===== config.mk =====
export PLATFORM = sky130hd
export DESIGN_NAME = proc
export DESIGN_NICKNAME = d
export VERILOG_FILES = /design/src/proc_pkg.sv /design/src/proc.sv /design/src/memory.sv /design/src/execute.sv /design/src/hazard_unit.sv /design/src/decode.sv /design/src/fetch.sv
export VERILOG_INCLUDE_DIRS = /design/src
export SDC_FILE = /design/constraint.sdc
export NUM_CORES = 1
export LEC_CHECK = 0
export ABC_AREA = 1
export CORE_ASPECT_RATIO = 1.2
export CORE_UTILIZATION = 40
export CTS_CLUSTER_SIZE = 12
export DETAILED_ROUTE_END_ITERATION = 10
export DONT_BUFFER_PORTS = 1
export PLACE_DENSITY_LB_ADDON = 0.25
export SYNTH_ARGS = -nofsm -noshare
export SYNTH_HDL_FRONTEND = slang
export SYNTH_HIERARCHICAL = 1
export SYNTH_SLANG_ARGS = --single-unit

===== constraint.sdc =====
create_clock -name clk -period 6.95 [get_ports clk]
set_input_delay 0.3475 -clock clk [delete_from_list [all_inputs] [get_ports clk]]
set_output_delay 0.3475 -clock clk [all_outputs]
set_load 0.005 [all_outputs]

===== src/proc_settings.svh =====
`ifndef PROC_SETTINGS_SVH
`define PROC_SETTINGS_SVH

// Data and instruction word
`define PROC_WORD_WIDTH 16

// Register file size and index width
`define PROC_REG_COUNT 8
`define PROC_REG_BITS 3

// First address fetched out of reset
`define PROC_RESET_PC 16'h0000

`endif

===== src/proc_pkg.sv =====
package proc_pkg;

   // Opcode is the top five bits of every word
   typedef enum logic [4:0] {
      OP_HALT = 5'b00000,
      OP_NOP  = 5'b00001,
      OP_ADDI = 5'b01000,
      OP_SUBI = 5'b01001,
      OP_XORI = 5'b01010,
      OP_BEQZ = 5'b01100,
      OP_BNEZ = 5'b01101,
      OP_ST   = 5'b10000,
      OP_LD   = 5'b10001,
      OP_LBI  = 5'b11000,
      OP_ALUR = 5'b11011
   } opcodeT;

   // Also the funct coding of R-format words
   // SUB and SUBI compute rs minus the second operand
   typedef enum logic [1:0] {ALU_ADD, ALU_SUB, ALU_XOR, ALU_ANDN} aluOpT;

   // Operand source for the execute stage
   typedef enum logic [1:0] {FWD_REG, FWD_MEM, FWD_WB} fwdSelT;

   typedef union packed {
      struct packed {
         opcodeT     opcode;
         logic [2:0] rs;
         logic [2:0] rt;
         logic [2:0] rd;
         aluOpT      funct;
      } rFmt;
      // ST stores the register named in rd
      struct packed {
         opcodeT     opcode;
         logic [2:0] rs;
         logic [2:0] rd;
         logic [4:0] imm;
      } iFmt;
      // LBI writes rs, branches test rs
      struct packed {
         opcodeT     opcode;
         logic [2:0] rs;
         logic [7:0] imm;
      } i8Fmt;
   } instrT;

endpackage


===== src/proc.sv =====
`timescale 1ns/1ps
`include "proc_settings.svh"

module proc (
   input  logic                        clk,
   input  logic                        reset,
   output logic [`PROC_WORD_WIDTH-1:0] instrAddr,
   input  logic [`PROC_WORD_WIDTH-1:0] instr,
   output logic                        memReq,
   output logic                        memWrite,
   output logic [`PROC_WORD_WIDTH-1:0] memAddr,
   output logic [`PROC_WORD_WIDTH-1:0] memWriteData,
   input  logic                        memAck,
   input  logic [`PROC_WORD_WIDTH-1:0] memReadData,
   output logic                        regWriteEn,
   output logic [`PROC_REG_BITS-1:0]   regWriteAddr,
   output logic [`PROC_WORD_WIDTH-1:0] regWriteData,
   output logic                        halted,
   output logic                        err
);

   logic                        stall;
   logic                        memStall;
   logic                        halt;
   logic                        redirect;
   logic [`PROC_WORD_WIDTH-1:0] redirectPc;
   logic [`PROC_WORD_WIDTH-1:0] ifidInstr;
   logic [`PROC_WORD_WIDTH-1:0] ifidPcInc;
   logic                        ifidValid;
   proc_pkg::instrT             idWord;
   logic                        idUsesRt;
   logic                        idIsBranch;
   logic                        illegal;
   logic                        idexValid;
   proc_pkg::opcodeT            idexOp;
   proc_pkg::aluOpT             idexAluOp;
   logic [`PROC_REG_BITS-1:0]   idexRs;
   logic [`PROC_REG_BITS-1:0]   idexRt;
   logic [`PROC_REG_BITS-1:0]   idexRd;
   logic [`PROC_WORD_WIDTH-1:0] idexA;
   logic [`PROC_WORD_WIDTH-1:0] idexB;
   logic [`PROC_WORD_WIDTH-1:0] idexImm;
   logic                        idexRegWrite;
   logic                        exIsLoad;
   logic                        exmemValid;
   proc_pkg::opcodeT            exmemOp;
   logic [`PROC_REG_BITS-1:0]   exmemRd;
   logic [`PROC_WORD_WIDTH-1:0] exmemResult;
   logic [`PROC_WORD_WIDTH-1:0] exmemStoreData;
   logic                        exmemRegWrite;
   logic                        memIsLoad;
   logic                        fwdDecode;
   proc_pkg::fwdSelT            fwdExA;
   proc_pkg::fwdSelT            fwdExB;
   logic                        wbEn;
   logic [`PROC_REG_BITS-1:0]   wbAddr;
   logic [`PROC_WORD_WIDTH-1:0] wbData;
   logic                        wbHalt;

   // Hazard view of the word sitting in decode
   assign idWord     = ifidInstr;
   assign idUsesRt   = ifidValid && (idWord.rFmt.opcode == proc_pkg::OP_ALUR ||
                                     idWord.rFmt.opcode == proc_pkg::OP_ST);
   assign idIsBranch = ifidValid && (idWord.rFmt.opcode == proc_pkg::OP_BEQZ ||
                                     idWord.rFmt.opcode == proc_pkg::OP_BNEZ);
   assign exIsLoad   = idexValid && idexOp == proc_pkg::OP_LD;
   assign memIsLoad  = exmemValid && exmemOp == proc_pkg::OP_LD;

   fetch fetchStage (
      .clk(clk), .reset(reset), .stall(stall), .memStall(memStall), .halt(halt),
      .redirect(redirect), .redirectPc(redirectPc), .instrAddr(instrAddr), .instr(instr),
      .ifidInstr(ifidInstr), .ifidPcInc(ifidPcInc), .ifidValid(ifidValid)
   );

   decode decodeStage (
      .clk(clk), .reset(reset), .stall(stall), .memStall(memStall),
      .ifidInstr(ifidInstr), .ifidPcInc(ifidPcInc), .ifidValid(ifidValid),
      .wbEn(wbEn), .wbAddr(wbAddr), .wbData(wbData),
      .exRd(idexRd), .exRegWrite(idexRegWrite),
      .memRd(exmemRd), .memRegWrite(exmemRegWrite), .memResult(exmemResult),
      .fwdDecode(fwdDecode),
      .redirect(redirect), .redirectPc(redirectPc), .halt(halt), .illegal(illegal),
      .idexValid(idexValid), .idexOp(idexOp), .idexAluOp(idexAluOp),
      .idexRs(idexRs), .idexRt(idexRt), .idexRd(idexRd),
      .idexA(idexA), .idexB(idexB), .idexImm(idexImm), .idexRegWrite(idexRegWrite)
   );

   hazard_unit hazards (
      .idRs(idWord.rFmt.rs), .idRt(idWord.rFmt.rt), .idUsesRt(idUsesRt),
      .idIsBranch(idIsBranch),
      .exRd(idexRd), .exRegWrite(idexRegWrite), .exIsLoad(exIsLoad),
      .memRd(exmemRd), .memRegWrite(exmemRegWrite), .memIsLoad(memIsLoad),
      .wbRd(wbAddr), .wbRegWrite(wbEn), .exRs(idexRs), .exRt(idexRt),
      .stall(stall), .fwdDecode(fwdDecode), .fwdExA(fwdExA), .fwdExB(fwdExB)
   );

   execute executeStage (
      .clk(clk), .reset(reset), .memStall(memStall),
      .idexValid(idexValid), .idexOp(idexOp), .idexAluOp(idexAluOp), .idexRd(idexRd),
      .idexA(idexA), .idexB(idexB), .idexImm(idexImm), .idexRegWrite(idexRegWrite),
      .fwdExA(fwdExA), .fwdExB(fwdExB), .memResult(exmemResult), .wbData(wbData),
      .exmemValid(exmemValid), .exmemOp(exmemOp), .exmemRd(exmemRd),
      .exmemResult(exmemResult), .exmemStoreData(exmemStoreData),
      .exmemRegWrite(exmemRegWrite)
   );

   memory memoryStage (
      .clk(clk), .reset(reset),
      .exmemValid(exmemValid), .exmemOp(exmemOp), .exmemRd(exmemRd),
      .exmemResult(exmemResult), .exmemStoreData(exmemStoreData),
      .exmemRegWrite(exmemRegWrite),
      .memReq(memReq), .memWrite(memWrite), .memAddr(memAddr),
      .memWriteData(memWriteData), .memAck(memAck), .memReadData(memReadData),
      .memStall(memStall), .wbEn(wbEn), .wbAddr(wbAddr), .wbData(wbData), .wbHalt(wbHalt)
   );

   assign regWriteEn   = wbEn;
   assign regWriteAddr = wbAddr;
   assign regWriteData = wbData;
   assign halted       = wbHalt;
   assign err          = illegal;

endmodule


===== src/memory.sv =====
`timescale 1ns/1ps
`include "proc_settings.svh"

module memory (
   input  logic                        clk,
   input  logic                        reset,
   input  logic                        exmemValid,
   input  proc_pkg::opcodeT            exmemOp,
   input  logic [`PROC_REG_BITS-1:0]   exmemRd,
   input  logic [`PROC_WORD_WIDTH-1:0] exmemResult,
   input  logic [`PROC_WORD_WIDTH-1:0] exmemStoreData,
   input  logic                        exmemRegWrite,
   output logic                        memReq,
   output logic                        memWrite,
   output logic [`PROC_WORD_WIDTH-1:0] memAddr,
   output logic [`PROC_WORD_WIDTH-1:0] memWriteData,
   input  logic                        memAck,
   input  logic [`PROC_WORD_WIDTH-1:0] memReadData,
   output logic                        memStall,
   output logic                        wbEn,
   output logic [`PROC_REG_BITS-1:0]   wbAddr,
   output logic [`PROC_WORD_WIDTH-1:0] wbData,
   output logic                        wbHalt
);

   typedef enum logic [1:0] {IDLE, WAIT_ACK, WAIT_RELEASE} stateT;

   stateT                       state;
   logic                        isLoad;
   logic                        isMem;
   logic                        done;
   logic                        wbRegWrite;
   logic [`PROC_WORD_WIDTH-1:0] readData;

   assign isLoad = exmemValid && exmemOp == proc_pkg::OP_LD;
   assign isMem  = isLoad || (exmemValid && exmemOp == proc_pkg::OP_ST);

   // Access ends once ack has fallen
   assign done     = state == WAIT_RELEASE && !memAck;
   assign memStall = isMem && !done;

   assign memReq       = state == WAIT_ACK;
   assign memWrite     = isMem && exmemOp == proc_pkg::OP_ST;
   assign memAddr      = exmemResult;
   assign memWriteData = exmemStoreData;

   always_ff @(posedge clk) begin
      if (reset) begin
         state <= IDLE;
      end else begin
         case (state)
            IDLE: begin
               if (isMem && !memAck) begin
                  state <= WAIT_ACK;
               end
            end
            WAIT_ACK: begin
               if (memAck) begin
                  state <= WAIT_RELEASE;
               end
            end
            default: begin
               if (!memAck) begin
                  state <= IDLE;
               end
            end
         endcase
      end
   end

   always_ff @(posedge clk) begin
      if (state == WAIT_ACK && memAck) begin
         readData <= memReadData;
      end
   end

   always_ff @(posedge clk) begin
      if (reset) begin
         wbRegWrite <= 1'b0;
         wbHalt     <= 1'b0;
      end else if (!memStall) begin
         wbRegWrite <= exmemValid && exmemRegWrite;
         if (exmemValid && exmemOp == proc_pkg::OP_HALT) begin
            wbHalt <= 1'b1;
         end
      end
   end

   always_ff @(posedge clk) begin
      if (!memStall) begin
         wbAddr <= exmemRd;
         wbData <= isLoad ? readData : exmemResult;
      end
   end

   // One retire pulse, even while a later access holds the pipe
   assign wbEn = wbRegWrite && !memStall;

endmodule


===== src/execute.sv =====
`timescale 1ns/1ps
`include "proc_settings.svh"

module execute (
   input  logic                        clk,
   input  logic                        reset,
   input  logic                        memStall,
   input  logic                        idexValid,
   input  proc_pkg::opcodeT            idexOp,
   input  proc_pkg::aluOpT             idexAluOp,
   input  logic [`PROC_REG_BITS-1:0]   idexRd,
   input  logic [`PROC_WORD_WIDTH-1:0] idexA,
   input  logic [`PROC_WORD_WIDTH-1:0] idexB,
   input  logic [`PROC_WORD_WIDTH-1:0] idexImm,
   input  logic                        idexRegWrite,
   input  proc_pkg::fwdSelT            fwdExA,
   input  proc_pkg::fwdSelT            fwdExB,
   input  logic [`PROC_WORD_WIDTH-1:0] memResult,
   input  logic [`PROC_WORD_WIDTH-1:0] wbData,
   output logic                        exmemValid,
   output proc_pkg::opcodeT            exmemOp,
   output logic [`PROC_REG_BITS-1:0]   exmemRd,
   output logic [`PROC_WORD_WIDTH-1:0] exmemResult,
   output logic [`PROC_WORD_WIDTH-1:0] exmemStoreData,
   output logic                        exmemRegWrite
);

   logic [`PROC_WORD_WIDTH-1:0] opA;
   logic [`PROC_WORD_WIDTH-1:0] opB;
   logic [`PROC_WORD_WIDTH-1:0] aluB;
   logic [`PROC_WORD_WIDTH-1:0] result;

   always_comb begin
      case (fwdExA)
         proc_pkg::FWD_MEM: opA = memResult;
         proc_pkg::FWD_WB:  opA = wbData;
         default:           opA = idexA;
      endcase
      case (fwdExB)
         proc_pkg::FWD_MEM: opB = memResult;
         proc_pkg::FWD_WB:  opB = wbData;
         default:           opB = idexB;
      endcase
      // Only R-format takes a register as second ALU input
      aluB = (idexOp == proc_pkg::OP_ALUR) ? opB : idexImm;
      case (idexAluOp)
         proc_pkg::ALU_ADD: result = opA + aluB;
         proc_pkg::ALU_SUB: result = opA - aluB;
         proc_pkg::ALU_XOR: result = opA ^ aluB;
         default:           result = opA & ~aluB;
      endcase
      if (idexOp == proc_pkg::OP_LBI) begin
         result = idexImm;
      end
   end

   always_ff @(posedge clk) begin
      if (reset) begin
         exmemValid    <= 1'b0;
         exmemRegWrite <= 1'b0;
      end else if (!memStall) begin
         exmemValid    <= idexValid;
         exmemRegWrite <= idexRegWrite;
      end
   end

   always_ff @(posedge clk) begin
      if (!memStall) begin
         exmemOp        <= idexOp;
         exmemRd        <= idexRd;
         exmemResult    <= result;
         exmemStoreData <= opB;
      end
   end

endmodule


===== src/hazard_unit.sv =====
`timescale 1ns/1ps
`include "proc_settings.svh"

module hazard_unit (
   input  logic [`PROC_REG_BITS-1:0] idRs,
   input  logic [`PROC_REG_BITS-1:0] idRt,
   input  logic                      idUsesRt,
   input  logic                      idIsBranch,
   input  logic [`PROC_REG_BITS-1:0] exRd,
   input  logic                      exRegWrite,
   input  logic                      exIsLoad,
   input  logic [`PROC_REG_BITS-1:0] memRd,
   input  logic                      memRegWrite,
   input  logic                      memIsLoad,
   input  logic [`PROC_REG_BITS-1:0] wbRd,
   input  logic                      wbRegWrite,
   input  logic [`PROC_REG_BITS-1:0] exRs,
   input  logic [`PROC_REG_BITS-1:0] exRt,
   output logic                      stall,
   output logic                      fwdDecode,
   output proc_pkg::fwdSelT          fwdExA,
   output proc_pkg::fwdSelT          fwdExB
);

   logic exHitsRs;
   logic exHitsRt;
   logic memHitsRs;

   assign exHitsRs  = exRegWrite && exRd == idRs;
   assign exHitsRt  = exRegWrite && idUsesRt && exRd == idRt;
   assign memHitsRs = memRegWrite && memRd == idRs;

   // Load data only exists after the memory stage
   assign stall = (exIsLoad && (exHitsRs || exHitsRt)) ||
                  (idIsBranch && (exHitsRs || (memHitsRs && memIsLoad)));

   assign fwdDecode = memHitsRs && !memIsLoad;

   function automatic proc_pkg::fwdSelT pickSource(input logic [`PROC_REG_BITS-1:0] src);
      if (memRegWrite && !memIsLoad && memRd == src) begin
         return proc_pkg::FWD_MEM;
      end
      if (wbRegWrite && wbRd == src) begin
         return proc_pkg::FWD_WB;
      end
      return proc_pkg::FWD_REG;
   endfunction

   always_comb begin
      fwdExA = pickSource(exRs);
      fwdExB = pickSource(exRt);
   end

endmodule


===== src/decode.sv =====
`timescale 1ns/1ps
`include "proc_settings.svh"

module decode (
   input  logic                        clk,
   input  logic                        reset,
   input  logic                        stall,
   input  logic                        memStall,
   input  logic [`PROC_WORD_WIDTH-1:0] ifidInstr,
   input  logic [`PROC_WORD_WIDTH-1:0] ifidPcInc,
   input  logic                        ifidValid,
   input  logic                        wbEn,
   input  logic [`PROC_REG_BITS-1:0]   wbAddr,
   input  logic [`PROC_WORD_WIDTH-1:0] wbData,
   input  logic [`PROC_REG_BITS-1:0]   exRd,
   input  logic                        exRegWrite,
   input  logic [`PROC_REG_BITS-1:0]   memRd,
   input  logic                        memRegWrite,
   input  logic [`PROC_WORD_WIDTH-1:0] memResult,
   input  logic                        fwdDecode,
   output logic                        redirect,
   output logic [`PROC_WORD_WIDTH-1:0] redirectPc,
   output logic                        halt,
   output logic                        illegal,
   output logic                        idexValid,
   output proc_pkg::opcodeT            idexOp,
   output proc_pkg::aluOpT             idexAluOp,
   output logic [`PROC_REG_BITS-1:0]   idexRs,
   output logic [`PROC_REG_BITS-1:0]   idexRt,
   output logic [`PROC_REG_BITS-1:0]   idexRd,
   output logic [`PROC_WORD_WIDTH-1:0] idexA,
   output logic [`PROC_WORD_WIDTH-1:0] idexB,
   output logic [`PROC_WORD_WIDTH-1:0] idexImm,
   output logic                        idexRegWrite
);

   proc_pkg::instrT             ir;
   proc_pkg::opcodeT            op;
   proc_pkg::aluOpT             aluOp;
   logic [`PROC_WORD_WIDTH-1:0] regs [`PROC_REG_COUNT];
   logic [`PROC_REG_BITS-1:0]   rs;
   logic [`PROC_REG_BITS-1:0]   rt;
   logic [`PROC_REG_BITS-1:0]   rd;
   logic [`PROC_WORD_WIDTH-1:0] imm;
   logic [`PROC_WORD_WIDTH-1:0] rsVal;
   logic [`PROC_WORD_WIDTH-1:0] rtVal;
   logic                        regWrite;
   logic                        isBranch;
   logic                        isHalt;
   logic                        unknown;
   logic                        branchReady;
   logic                        taken;
   logic                        issue;

   assign ir = ifidInstr;
   assign op = ir.rFmt.opcode;
   assign rs = ir.rFmt.rs;

   always_comb begin
      aluOp    = proc_pkg::ALU_ADD;
      rt       = ir.rFmt.rt;
      rd       = ir.iFmt.rd;
      imm      = {{(`PROC_WORD_WIDTH-5){ir.iFmt.imm[4]}}, ir.iFmt.imm};
      regWrite = 1'b0;
      isBranch = 1'b0;
      isHalt   = 1'b0;
      unknown  = 1'b0;
      case (op)
         proc_pkg::OP_ALUR: begin
            aluOp    = ir.rFmt.funct;
            rd       = ir.rFmt.rd;
            regWrite = 1'b1;
         end
         proc_pkg::OP_ADDI, proc_pkg::OP_LD: begin
            regWrite = 1'b1;
         end
         proc_pkg::OP_SUBI: begin
            aluOp    = proc_pkg::ALU_SUB;
            regWrite = 1'b1;
         end
         proc_pkg::OP_XORI: begin
            aluOp    = proc_pkg::ALU_XOR;
            regWrite = 1'b1;
         end
         proc_pkg::OP_LBI: begin
            rd       = ir.i8Fmt.rs;
            imm      = {{(`PROC_WORD_WIDTH-8){ir.i8Fmt.imm[7]}}, ir.i8Fmt.imm};
            regWrite = 1'b1;
         end
         proc_pkg::OP_BEQZ, proc_pkg::OP_BNEZ: begin
            imm      = {{(`PROC_WORD_WIDTH-8){ir.i8Fmt.imm[7]}}, ir.i8Fmt.imm};
            isBranch = 1'b1;
         end
         proc_pkg::OP_HALT: begin
            isHalt = 1'b1;
         end
         // Store data register already sits in the rt bits
         proc_pkg::OP_ST, proc_pkg::OP_NOP: begin
         end
         default: begin
            unknown = 1'b1;
         end
      endcase
   end

   // Writeback bypass, rs may also come straight from memory stage
   assign rsVal = fwdDecode ? memResult :
                  (wbEn && wbAddr == rs) ? wbData : regs[rs];
   assign rtVal = (wbEn && wbAddr == rt) ? wbData : regs[rt];

   // Operand still in flight from execute, or a load in memory
   assign branchReady = !(exRegWrite && exRd == rs) &&
                        !(memRegWrite && memRd == rs && !fwdDecode);

   assign issue      = ifidValid && !stall && !memStall;
   assign taken      = (op == proc_pkg::OP_BEQZ) ? (rsVal == '0) : (rsVal != '0);
   assign redirect   = issue && isBranch && branchReady && taken;
   assign redirectPc = ifidPcInc + imm;
   assign halt       = issue && isHalt;

   always_ff @(posedge clk) begin
      if (wbEn) begin
         regs[wbAddr] <= wbData;
      end
   end

   always_ff @(posedge clk) begin
      if (reset) begin
         illegal <= 1'b0;
      end else if (issue && unknown) begin
         illegal <= 1'b1;
      end
   end

   // Stall or unknown opcode becomes a bubble
   always_ff @(posedge clk) begin
      if (reset) begin
         idexValid    <= 1'b0;
         idexRegWrite <= 1'b0;
      end else if (!memStall) begin
         idexValid    <= issue && !unknown;
         idexRegWrite <= issue && !unknown && regWrite;
      end
   end

   always_ff @(posedge clk) begin
      if (!memStall) begin
         idexOp    <= op;
         idexAluOp <= aluOp;
         idexRs    <= rs;
         idexRt    <= rt;
         idexRd    <= rd;
         idexA     <= rsVal;
         idexB     <= rtVal;
         idexImm   <= imm;
      end
   end

endmodule


===== src/fetch.sv =====
`timescale 1ns/1ps
`include "proc_settings.svh"

module fetch (
   input  logic                        clk,
   input  logic                        reset,
   input  logic                        stall,
   input  logic                        memStall,
   input  logic                        halt,
   input  logic                        redirect,
   input  logic [`PROC_WORD_WIDTH-1:0] redirectPc,
   output logic [`PROC_WORD_WIDTH-1:0] instrAddr,
   input  logic [`PROC_WORD_WIDTH-1:0] instr,
   output logic [`PROC_WORD_WIDTH-1:0] ifidInstr,
   output logic [`PROC_WORD_WIDTH-1:0] ifidPcInc,
   output logic                        ifidValid
);

   logic [`PROC_WORD_WIDTH-1:0] pc;
   logic [`PROC_WORD_WIDTH-1:0] pcInc;
   logic                        stopped;
   logic                        advance;

   assign instrAddr = pc;
   assign pcInc     = pc + (`PROC_WORD_WIDTH)'(2);
   assign advance   = !memStall && !stall && !redirect && !halt && !stopped;

   always_ff @(posedge clk) begin
      if (reset) begin
         pc        <= `PROC_RESET_PC;
         ifidValid <= 1'b0;
         stopped   <= 1'b0;
      end else if (!memStall) begin
         if (redirect) begin
            pc <= redirectPc;
         end else if (advance) begin
            pc <= pcInc;
         end
         // Taken branch or halt leaves a bubble behind
         if (!stall) begin
            ifidValid <= advance;
         end
         if (halt) begin
            stopped <= 1'b1;
         end
      end
   end

   always_ff @(posedge clk) begin
      if (advance) begin
         ifidInstr <= instr;
         ifidPcInc <= pcInc;
      end
   end

endmodule


==> reports/metrics.cfg <==
[synthesis]
synthArstFlopShare_pct = 0
ys.flop_type = edfxtp_1
yosysTopAreaCell = edfxtp_1
synth_edf_count = 291
yosys.cell_types.count = 62
ys_top_cells_by_area = edfxtp_1, nand2_1, nand3_1, inv_1, o21ai_0
yosysTopAreaCellShare_pct = 47.1
synth_seq_area_share_pct = 50.0
post-synth-top-count-cell = nand2_1
synth_nets = 2179
synthTopCellsByCount = nand2_1, edfxtp_1, inv_1
ys_seq_elements = 318
ys.warnings.count = 6
netlist_instances = 2087
synth.avg_cell_area_um2 = 8.89
synth_area_um2 = 18500

[run]
cap_violations = 0

[worst_setup_path]
crit_buf_inv = 4
required_ps = 7220
critPathLaunchType = register
critPathMaxFanout = 33
crit_path_frequent_cell = nand2_1
path_class = register to register
slowest_delay_ps = 620
critPathSlowestCell = nor2_1
r2r_slack_ps = 880
worstSetupEndpointType = register
critical_path_arrival_ps = 6340
worst_path_dominant_cell_family = simple AND/OR/NAND/NOR gates

[timing]
setup-violations-final = 0
slew_headroom_pct = 27.4
setup_tns_ps = 0
rsz0062_at_grt = false
fin_skew_ps = 26.3
worst_pin_slew_ps = 1090
hold_viol_final = 0
fmax_mhz = 165
slew_violations = 0
fin_crit_ps = 6070
period_share_pct = 87.3

[power_and_ir_drop]
power.switching_uw = 1920
intPower_uw = 3850
pwr-share-seq_pct = 50.5
peakVddDrop_mv = 0.172
swShare_pct = 33.2
clockPowerShare_pct = 32.1
leakagePower_uw = 0.00829
comb_power_share_pct = 17.4
power.density_nw_per_um2 = 286

[finish]
stdcell_area_um2 = 20200
num-fill-cells = 4472
regArea_um2 = 9280
drive_above_1_share_pct = 10.4
syn2layout_area_growth_pct = 8.81
multi_input_area_um2 = 7540
fin_nets = 2147
antenna_cells = 0

[floorplan]
pin_count = 107
start_util_pct = 40.5
rows = 86
die_h_um = 238
core-area_um2 = 45800
die_w_um = 199
dieArea_um2 = 47200

[detailed_routing]
vias_per_cell = 5.42
wl_per_cell_um = 20.9
drtIter0Drc = 1293
first_pass_iters = 5
via_count = 14600
routed_wl_um = 56300
route.detailed.drc = 0
drtAntennaViolNets = 0

[global_route]
grt_antenna_before_repair = 0
grt_usage_pct = 24.1
grt_start_max_net_pins = 73
grt_pass1_vias = 14700
grt_pass1_wl_um = 86200
grt_overflow = 0

[clock_network]
postCtsSetupRepairBufs = 0
clk_pin_slew_ps = 60
htree_num_levels = 2
cts_inserted_buffers = 36
clock_latency_ps = 550
cts_sinks = 318
cts_resized = 0
cts_buffer_depth = 3
cts-root-buf = clkbuf_16
cts_tree = done

[placed_design]
placed_area_um2 = 18700
dp_hpwl_um = 38300
gp_congestion = 0.948
port_buffers = 0

[outcome]
status = finished clean

[min_path]
hold_path.class = input port to register

## sequential cells by signal, indices dropped and copies added, names as in the netlist, 2 cells and up
signal and cells:
memoryStage/state 2, memoryStage/wbAddr 3, decodeStage/regs 128, memoryStage/wbData 16
decodeStage/idexAluOp 2, decodeStage/idexA 16, executeStage/exmemRd 3, fetchStage/ifidPcInc 16
fetchStage/instrAddr 16, decodeStage/idexOp 5, decodeStage/idexB 16, executeStage/exmemResult 16
decodeStage/idexRs 3, memoryStage/readData 16, decodeStage/idexImm 8, executeStage/exmemOp 5
executeStage/exmemStoreData 16, decodeStage/idexRd 3, decodeStage/idexRt 3, fetchStage/ifidInstr 16
## metal layers
layer	GRT usage [%]	share of wire, %
met5	0	0
met4	11.3	4.6
met3	4.17	6.8
met2	42.8	50
met1	27.9	38
## kinds of logic after synthesis
family	synth area share, %
AO/OA/AOI/OAI	12.4
XOR/XNOR	2.44
AND/OR/NAND/NOR	21.7
buffers and inverters	9.44
adder cells (fa/ha/maj)	3.93
flip-flops	50.0
## layout by cell type (no fill, tap or decap), types with 9 or more instances in the layout
| cell type | count |
|---|---|
| nand2_1 | 436 |
| nor2_1 | 152 |
| clkbuf_16 | 36 |
| nand2_2 | 48 |
| inv_2 | 14 |
| or2_1 | 9 |
| or2_2 | 9 |
| o21ai_2 | 19 |
| nand4_1 | 11 |
| dlygate4sd3_1 | 33 |
| edfxtp_1 | 291 |
| dfxtp_1 | 27 |
| a21oi_1 | 114 |
| xor2_1 | 26 |
| a221o_1 | 15 |
| ha_1 | 55 |
| nand3_1 | 178 |
| o22ai_1 | 9 |
| inv_1 | 230 |
| xnor2_1 | 20 |
| o221ai_1 | 19 |
| o21ai_0 | 164 |
| buf_4 | 27 |
## what timing repair did
item,in CTS,in global routing
endpoints found under the hold margin,43,0
hold buffers,33,0
endpoints found under the setup margin,0,0
## per-stage QoR
step | std cells | hold WS [ps] | setup WS (ps) | total power (uW) | utilization [%]
after floorplan | 2087 | 417 | 2340 | 3490 | -
after global placement | 2600 | 420 | 1210 | 3890 | 40.9
after detailed placement | 2600 | 422 | 978 | 3910 | 40.9
after CTS | 2694 | 17.5 | 955 | 5770 | 44.0
after global routing | 2694 | 40.0 | 294 | 5990 | 44.0
final | 2694 | 37.8 | 881 | 5770 | 44.0
## area by class of cell
| cell class | count | share of cell area [%] |
|---|---|---|
| well taps | 616 | 3.82 |
| flip-flops and latches | 318 | 46.0 |
| clock buffers | 44 | 4.71 |
| inverters | 248 | 4.65 |
| clock inverters | 17 | 0.831 |
| multi-input cells | 1391 | 37.4 |
| repair buffers | 60 | 2.64 |
## power groups by stage
stage               Clock, uW  Sequential [uW]  Combinational, uW
global route             1940             2930               1130
floorplan                   0             2660                832
detailed placement          0             2940                970
CTS                      1880             2900                993
finish                   1850             2910               1000
global placement            0             2930                953
## worst reg2reg max path: cells and delay by family (launching register included)
| kind | cells | cell delay, ps |
|---|---|---|
| xor gates and xnor gates | 1 | 110 |
| adders and majority gates | 3 | 860 |
| buffers and inverters | 4 | 780 |
| AOI/OAI and AO/OA | 6 | 1180 |
| and+or+nand+nor | 14 | 2460 |
| DFF | 1 | 410 |
## final timing paths
check        depth (start not counted)                           to                    start
max reg2reg                         28  executeStage/exmemResult[7]  executeStage/exmemOp[0]
max                                 28  executeStage/exmemResult[7]  executeStage/exmemOp[0]
min reg2reg                          0      executeStage/exmemOp[2]    decodeStage/idexOp[2]
min                                  3         memoryStage/state[0]                   memAck
Note: power is estimated with default switching activity, not from simulation.
